$ cat src/common/corePkg.sv
/* Shared widths, opcode encodings and pipeline stage records for the core.
   Every core module imports this package in its header. */
`default_nettype none

package corePkg;

   localparam int dataWidth = 64; // register and bus word
   localparam int regCount = 16;
   localparam int regIdxWidth = 4;

   localparam int lineBytes = 64; // one bus request
   localparam int beatBytes = 8; // one response beat
   localparam int bufferBytes = 128; // circular decode buffer
   localparam int offsetWidth = 7; // index into the decode buffer

   localparam int maxInstrLen = 6; // longest instruction, bytes needed before decode
   localparam int immWidth = 32;
   localparam int lenWidth = $clog2(maxInstrLen + 1); // holds 0 to maxInstrLen

   // opcode byte values, x86 flavoured
   typedef enum logic [7:0] {
      opNop = 8'h90,
      opAdd = 8'h01, // dest += src
      opSub = 8'h29, // dest -= src
      opMovImm = 8'hB8, // dest = imm
      opAddImm = 8'h81 // dest += imm
   } opcodeT;

   typedef enum logic [1:0] {
      fetchIdle,
      fetchWaiting, // request accepted, no beat yet
      fetchActive // beats arriving
   } fetchStateT;

   // decode latch contents
   typedef struct packed {
      logic valid;
      opcodeT opcode;
      logic [regIdxWidth-1:0] destReg;
      logic [regIdxWidth-1:0] srcReg;
      logic useSrc; // reads srcReg
      logic useDest; // writes destReg
      logic [immWidth-1:0] imm;
   } decodedInstT;

   // read stage to execute
   typedef struct packed {
      logic valid;
      opcodeT opcode;
      logic [regIdxWidth-1:0] destReg;
      logic [dataWidth-1:0] destVal; // current value of destReg
      logic [dataWidth-1:0] operand; // source value or immediate
   } operandT;

   // retired result, one cycle pulse
   typedef struct packed {
      logic valid;
      logic [regIdxWidth-1:0] regIdx;
      logic [dataWidth-1:0] data;
   } writebackT;

endpackage

`default_nettype wire

$ cat src/source/instDecoder.sv
/* Decodes the instruction at the head of the fetch window into the decode latch
   and tells fetch how many bytes were taken. */
`timescale 1ns/1ps
`default_nettype none

module instDecoder import corePkg::*; (
   input logic bus,
   input logic rst,
   input logic [maxInstrLen-1:0][7:0] window,
   input logic windowValid,
   input logic stall,
   output logic [lenWidth-1:0] bytesConsumed,
   output decodedInstT decoded
);

   decodedInstT nextInst;
   logic [lenWidth-1:0] instLen;
   logic known;

   always_comb begin
      nextInst = '0;
      nextInst.opcode = opcodeT'(window[0]);
      nextInst.destReg = window[1][7:4];
      nextInst.srcReg = window[1][3:0];
      nextInst.imm = {window[5], window[4], window[3], window[2]}; // little-endian
      known = 1'b1;
      instLen = lenWidth'(1);
      case (window[0])
         opNop: begin
            instLen = lenWidth'(1);
         end
         opAdd, opSub: begin
            instLen = lenWidth'(2);
            nextInst.useSrc = 1'b1;
            nextInst.useDest = 1'b1;
         end
         opMovImm, opAddImm: begin
            instLen = lenWidth'(maxInstrLen);
            nextInst.useDest = 1'b1;
         end
         default: begin
            known = 1'b0; // skipped as a single byte
         end
      endcase
      nextInst.valid = known;
   end

   // nothing is taken while the latch is held
   assign bytesConsumed = (windowValid && !stall) ? instLen : '0;

   always_ff @(posedge bus) begin
      if (rst) begin
         decoded.valid <= 1'b0;
      end else if (!stall) begin
         if (windowValid && known) begin
            decoded <= nextInst;
         end else begin
            decoded.valid <= 1'b0; // empty or unknown byte
         end
      end
   end

endmodule

`default_nettype wire

$ cat config.mk
export PLATFORM = sky130hd
export DESIGN_NAME = instDecoder
export DESIGN_NICKNAME = d
export VERILOG_FILES = /design/src/common/corePkg.sv /design/src/source/instDecoder.sv
export SDC_FILE = /design/constraint.sdc
export NUM_CORES = 1
export LEC_CHECK = 0
export BUFFER_PORTS_ARGS = -buffer_cell sky130_fd_sc_hd__buf_2
export CELL_PAD_IN_SITES_DETAIL_PLACEMENT = 0
export CELL_PAD_IN_SITES_GLOBAL_PLACEMENT = 1
export CORE_MARGIN = 5
export CORE_UTILIZATION = 35
export CTS_CLUSTER_SIZE = 40
export DETAILED_ROUTE_END_ITERATION = 10
export GPL_TIMING_DRIVEN = 0
export PLACE_DENSITY_LB_ADDON = 0.1
export SLEW_MARGIN = 20
export SYNTH_ARGS = -nofsm -noshare
export SYNTH_HDL_FRONTEND = slang
export SYNTH_SLANG_ARGS = --single-unit
export TNS_END_PERCENT = 5
$ cat constraint.sdc
create_clock -name bus -period 10.15 [get_ports bus]
set_input_delay 2.03 -clock bus [delete_from_list [all_inputs] [get_ports bus]]
set_output_delay 2.03 -clock bus [all_outputs]
set_load 0.02 [all_outputs]
==> results.sh, run 1 <==
export IMPL_slew_violations=0
export IMPL_grt_pass1_wl_mm=5.51
export IMPL_clock_power_share_pct=30.3
export IMPL_yosysWarningCount=0
export IMPL_p_sw_w=0.0000689
export IMPL_core_area_mm2=0.00475
export IMPL_drtPass1Iterations=4
export IMPL_row_count=25
export IMPL_clock_fmax_mhz=201
export IMPL_fin_cells=263
export IMPL_drtIter0Drc=44
export IMPL_hpwl_mm=2.97
export IMPL_path_clk_slew_ns=0.08
export IMPL_setup_worst_path_end_class="output port"
export IMPL_ys_flop_type="edfxtp_1"
export IMPL_p_int_w=0.000287
export IMPL_finClkSkew_ns=0
export IMPL_hold_class="reg -> reg"
export IMPL_final_fill_count=456
export IMPL_powerDensity_mw_per_mm2=145
export IMPL_async_reset_ff_share_pct=0
export IMPL_drive_above_1_share_pct=61.7
export IMPL_nets=247
export IMPL_port_buffers=105
export IMPL_ctsHoldBuffers=0
export IMPL_rsz0062_at_grt="false"
export IMPL_clkLatencyLatePin_ns=0.29
export IMPL_cp_required_ns=8.12
export IMPL_place_gp_congestion=0.757
export IMPL_grt_max_degree=17
export IMPL_syn_area_per_cell_um2=21.5
export IMPL_routed_via_density=4.35
export IMPL_drcViolationCount=0
export IMPL_area_growth_pct=42.9
export IMPL_setup_viol_count_final=0
export IMPL_power_frac_seq_pct=64.9
export IMPL_dr_wl_met3_um=397
export IMPL_dpl_cell_count=255
export IMPL_netlist_area_mm2=0.00172
export IMPL_first_global_vias=1168
export IMPL_synth_edf_count=50
export IMPL_cap_viol_max_count=0
export IMPL_met1Wirelength_mm=1.30
export IMPL_synth_cells=80
export IMPL_largest_reg_flops=51
export IMPL_die_y_um=80.2
export IMPL_grt_remaining_overflow=0
export IMPL_p_comb_share_pct=4.8
export IMPL_cts_setup_buffers=0
export IMPL_top_regs="decoded x51"
export IMPL_status="finished, final reports clean"
export IMPL_slew_headroom_pct=77.5
export IMPL_vias=1145
export IMPL_maxUsedRoutingLayer="met4"
export IMPL_clockRootBuffer="clkbuf_8"
export IMPL_cts_resized_gates=0
export IMPL_arrival_ns=2.93
export IMPL_syn_nets=132
export IMPL_cts_tree="yes"
export IMPL_routedWlPerCell_um=14.2
export IMPL_fin_crit_sh_pct=48.9
export IMPL_clock_path_buffers=2
export IMPL_p_leak_nw=1.00
export IMPL_antenna_found_initial=0
export IMPL_synth_seq_area_share_pct=88.3
export IMPL_grt_usage_pct=11.4
export IMPL_cts_sinks=51
export IMPL_swShare_pct=19.4
export IMPL_fp_dieW_um=80.2
export IMPL_htreeDepth=2
export IMPL_antenna_left=0
export IMPL_top_register="decoded"
export IMPL_design_die_area_mm2=0.00643
export IMPL_fin_crit_ns=4.96
export IMPL_diodes=0
export IMPL_setup_worst_path_start_class="primary input"
export IMPL_hold_viol=0
export IMPL_ir_drop_v=0.0000789
export IMPL_ys_ff_latch=51
export IMPL_synth_cell_types=21
export IMPL_ios=106
export IMPL_setup_tns_ns=0
export IMPL_start_util_pct=36.2
export IMPL_worst_slew_pin_slew_ns=0.336
export IMPL_drt_wl_total_mm=3.74
export IMPL_cts_made_buffers=5
export IMPL_path_max_fanout=6
export IMPL_wl_met2_mm=1.96
export IMPL_worst_setup_path_type="in -> out"
==> worst max-delay path: stages <==
cell and delay (ns):
buf_2 0.13, nor2_1 0.28, o211ai_1 0.16, and3_1 0.18, buf_2 0.15
==> power by group through the flow <==
stage                     clock network (W)  registers [W]    logic, W
after floorplan                           0       0.000237  0.00000395
after global placement                    0       0.000236   0.0000163
after detailed placement                  0       0.000236   0.0000175
after CTS                          0.000113       0.000231   0.0000175
after global routing               0.000123       0.000231   0.0000192
final                              0.000108       0.000231   0.0000172
==> cell usage in the layout, fill, tap and decap left out, types with 3 or more instances in the layout <==
master and n:
nand2_1 5, buf_2 105, edfxtp_1 50, a21oi_1 3, buf_6 3, clkbuf_8 5
==> logic make-up after synthesis <==
logic type | Yosys count | synth area share [%]
AO/OA/AOI/OAI | 9 | 4.14
XOR/XNOR | 1 | 0.508
buffers and inverters | 1 | 0.218
flip-flops | 51 | 88.3
AND/OR/NAND/NOR | 18 | 6.83
==> routing by layer <==
metal	global-route usage (%)	vias to the layer above
met4	5.74	0
met1	11.6	531
met3	5.16	8
li1	-	543
met2	19.6	63
met5	0	-
==> cells in the mapped netlist (all sizes together) (2+ instances only) <==
library cell	number	area, µm²
nand2	5	18.8
and2b	2	17.5
o211ai	2	20.0
nand3	2	10.0
edfxtp	50	1500
and3b	2	17.5
a21oi	3	15.0
nor2	2	7.51
==> final timing paths <==
check / start / to / slack (ns) / cells past startpoint
min reg2reg: decoded[50] / decoded[50] / 0.49 / 2
min: decoded[50] / decoded[50] / 0.49 / 2
max reg2reg: decoded[50] / decoded[50] / 9.41 / 2
max: window[5] / bytesConsumed[0] / 5.19 / 5
==> stage by stage <==
| step | hold slack (ns) | util [%] | total power (W) | instance area [µm²] | setup slack [ns] |
|---|---|---|---|---|---|
| detailed placement | 0.486 | 50.0 | 0.000254 | 2380 | 5.18 |
| floorplan | 0.561 | - | 0.000241 | 1720 | 3.46 |
| finish | 0.492 | 51.8 | 0.000356 | 2460 | 5.19 |
| CTS | 0.498 | 51.8 | 0.000362 | 2460 | 5.17 |
| global placement | 0.471 | 49.1 | 0.000252 | 2330 | 1.97 |
| global route | 0.526 | 51.8 | 0.000374 | 2460 | 5.06 |
==> layout make-up <==
cell class | count | area, µm² | share of cell area (%)
clock inverter | 3 | 15.0 | 0.610
timing repair buffer | 108 | 559 | 22.7
multi-input combinational | 28 | 210 | 8.54
tap | 67 | 83.8 | 3.40
clock buffer | 5 | 68.8 | 2.79
inverter | 1 | 3.75 | 0.152
sequential | 51 | 1520 | 61.8
No activity file was read; power rests on OpenSTA's default activity.
==> run 2: changes to the inputs <==
Settings changed: ABC_AREA set to 1, CORE_UTILIZATION 35 to 29.
Clock period 10.15 ns to 4.4 ns, I/O delays scaled along.
==> run 2 against run 1 <==
Effect of this change: core utilization shrank 9.3 points; clock power rose to 2.8 times the previous value; design area grew 1.5%; register-to-register slack worse by 5.6 ns; die area is 20% higher; critical path depth increased by 6; flip-flop and latch count unchanged; final cell count up 11%; non-clock buffer count shrank 2; clock-buffer cell count unchanged.
==> results.sh, run 2 <==
export IMPL_power_total_w=0.000880
export IMPL_ys_ff_latch=51
export IMPL_vias=1169
export IMPL_grt_pass1_wl_mm=5.68
export IMPL_worstPathCellList="buf_2 > inv_1 > nand2_2 > nor2_1 > nand2_1 > nand2_1 > inv_2 > nand2_4 > nand2_2 > inv_1 > buf_2"
export IMPL_mostFrequentLayoutCell="buf_2"
export IMPL_cts_tree="yes"
export IMPL_drt_wl_total_mm=3.81
export IMPL_setup_tns_ns=0
export IMPL_cap_viol_max_count=0
export IMPL_row_count=28
export IMPL_cp_depth=11
export IMPL_drcViolationCount=0
export IMPL_routed_via_density=4.00
export IMPL_nets=269
export IMPL_critical_path_max_stage_delay_ns=0.15
export IMPL_cp_required_ns=3.52
export IMPL_grt_max_degree=38
export IMPL_fin_crit_sh_pct=59.3
export IMPL_ctsHoldBuffers=0
export IMPL_drtPass1Iterations=4
export IMPL_synth_xor_xnor_area_share_pct=0
export IMPL_cts_sinks=51
export IMPL_hold_class="reg -> reg"
export IMPL_synth_top_family_by_area="simple AND/OR/NAND/NOR gates"
export IMPL_yosysTopAreaCell="edfxtp_1"
export IMPL_start_util_pct=29.8
export IMPL_yosys_mux_area_fraction_pct=0
export IMPL_ys_top_cells_by_count="edfxtp_1 (50), nand2_1 (16), nor2_1 (12), inv_1 (10)"
export IMPL_clock_power_share_pct=34.9
export IMPL_clkLatencyLatePin_ns=0.29
export IMPL_synth_seq_area_share_pct=86.7
export IMPL_yosys_area_share_adder_pct=0
export IMPL_htreeDepth=2
export IMPL_clockRootBuffer="clkbuf_8"
export IMPL_path_buf_inv=5
export IMPL_power_frac_seq_pct=60.6
export IMPL_setup_worst_path_start_class="primary input"
export IMPL_place_gp_congestion=0.740
export IMPL_powerDensity_mw_per_mm2=352
export IMPL_critPathSlowestCell="buf_2"
export IMPL_syn_nets=156
export IMPL_cts_setup_buffers=0
export IMPL_ir_drop_v=0.000116
export IMPL_hold_viol=0
export IMPL_cts_made_buffers=5
export IMPL_design_die_area_mm2=0.00770
export IMPL_setup_viol_count_final=0
export IMPL_worst_setup_path_type="in -> out"
export IMPL_port_buffers=105
export IMPL_ys_flop_type="edfxtp_1"
export IMPL_startpoint="window[6]"
export IMPL_slew_violations=0
export IMPL_arrival_ns=1.73
export IMPL_min_from="decoded[50]"
export IMPL_top_regs="decoded x51"
export IMPL_diodes=0
export IMPL_top_register="decoded"
export IMPL_finClkSkew_ns=0
export IMPL_grt_usage_pct=9.78
export IMPL_die_y_um=87.8
export IMPL_cts_resized_gates=0
export IMPL_drtIter0Drc=56
export IMPL_area_growth_pct=42.5
export IMPL_fin_crit_ns=2.61
export IMPL_p_comb_share_pct=4.5
export IMPL_rsz0062_at_grt="false"
export IMPL_p_leak_nw=1.08
export IMPL_netlist_area_leader_share_pct=85.6
export IMPL_critical_path_top_delay_family="buffers and inverters"
export IMPL_grt_remaining_overflow=0
export IMPL_ios=106
export IMPL_clock_path_buffers=2
export IMPL_fp_dieW_um=87.8
export IMPL_setup_worst_path_end_class="output port"
export IMPL_clock_fmax_mhz=383
export IMPL_first_global_vias=1184
export IMPL_yosys_top_cells_area="edfxtp_1 (86%), nand2_1 (3.4%), nor2_1 (2.6%)"
export IMPL_path_max_fanout=3
export IMPL_async_reset_ff_share_pct=0
export IMPL_yosysWarningCount=0
export IMPL_p_int_w=0.000720
export IMPL_synth_compound_area_share_pct=0
export IMPL_yosysMostFrequentCell="edfxtp_1"
export IMPL_path_clk_slew_ns=0.08
export IMPL_largest_reg_flops=51
export IMPL_antenna_found_initial=0
export IMPL_netlist_area_mm2=0.00175
export IMPL_p_sw_w=0.000160
export IMPL_slew_headroom_pct=77.9
export IMPL_synth_cell_types=12
export IMPL_r2r_start="decoded[50]"
export IMPL_mostFrequentLayoutCells="buf_2 (105), edfxtp_1 (50), nand2_1 (16)"
export IMPL_swShare_pct=18.2
export IMPL_timing_hold_worst_path_depth=2
export IMPL_synth_simple_area_share_pct=10.3
export IMPL_reg2reg_depth=2
export IMPL_synth_edf_count=50
export IMPL_worst_slew_pin_slew_ns=0.331
export IMPL_routedWlPerCell_um=13.0
export IMPL_synth_cells=104
export IMPL_drive_above_1_share_pct=58.1
export IMPL_core_area_mm2=0.00589
export IMPL_syn_area_per_cell_um2=16.9
export IMPL_hpwl_mm=3.04
export IMPL_status="finished, final reports clean"
export IMPL_antenna_left=0
## run 2: worst paths after layout
path / end / slack, ns
worst max-delay path: bytesConsumed[1] / 1.79
worst min-delay path: decoded[50] / 0.47
worst max register to register: decoded[50] / 3.86
worst min register to register: decoded[50] / 0.47
## run 2: cell type report
type                       count  area [µm²]
sequential                    51        1520
clock buffer                   5        68.8
multi-input combinational     39         180
tap                           75        93.8
inverter                      14        52.6
clock inverter                 2        37.5
timing repair buffer         106         546
fill                         591        3390
## run 2: logic make-up after synthesis
kind of cell,count (synthesis)
buf+inv,14
simple gates,39
flops,51
## run 2: per-layer routing
metal  share of wire (%)  routed length, µm  global-route usage (%)  vias up
li1                    -                  -                       -      576
met1                  38               1440                    11.1      533
met2                  51               1950                    17.1       56
met3                 9.8                375                    2.63        4
met4                 1.0                 40                    4.60        0
met5                   0                  0                       0        -
## run 2: worst reg2reg max path, delay by kind of cell (launching register included)
kind | cells | cell delay, ns
flip-flops | 1 | 0.32
AND/OR/NAND/NOR | 2 | 0.12
## run 2: power by group through the flow
| stage | Sequential [W] | Clock [W] | Combinational [W] |
|---|---|---|---|
| after floorplan | 0.000547 | 0 | 0.00000987 |
| after global placement | 0.000545 | 0 | 0.0000389 |
| after detailed placement | 0.000545 | 0 | 0.0000402 |
| after CTS | 0.000534 | 0.000320 | 0.0000404 |
| after global routing | 0.000534 | 0.000343 | 0.0000450 |
| final | 0.000534 | 0.000307 | 0.0000397 |
## run 2: per-stage QoR
stage	hold slack (ns)	instance area, µm²	setup WS [ns]	util (%)	cells
final	0.475	2500	1.79	42.5	292
after detailed placement	0.464	2390	1.78	40.7	285
after CTS	0.477	2500	1.77	42.5	292
after global placement	0.456	2370	1.01	40.3	284
after global routing	0.496	2500	1.63	42.5	292
after floorplan	0.545	1750	1.59	-	104
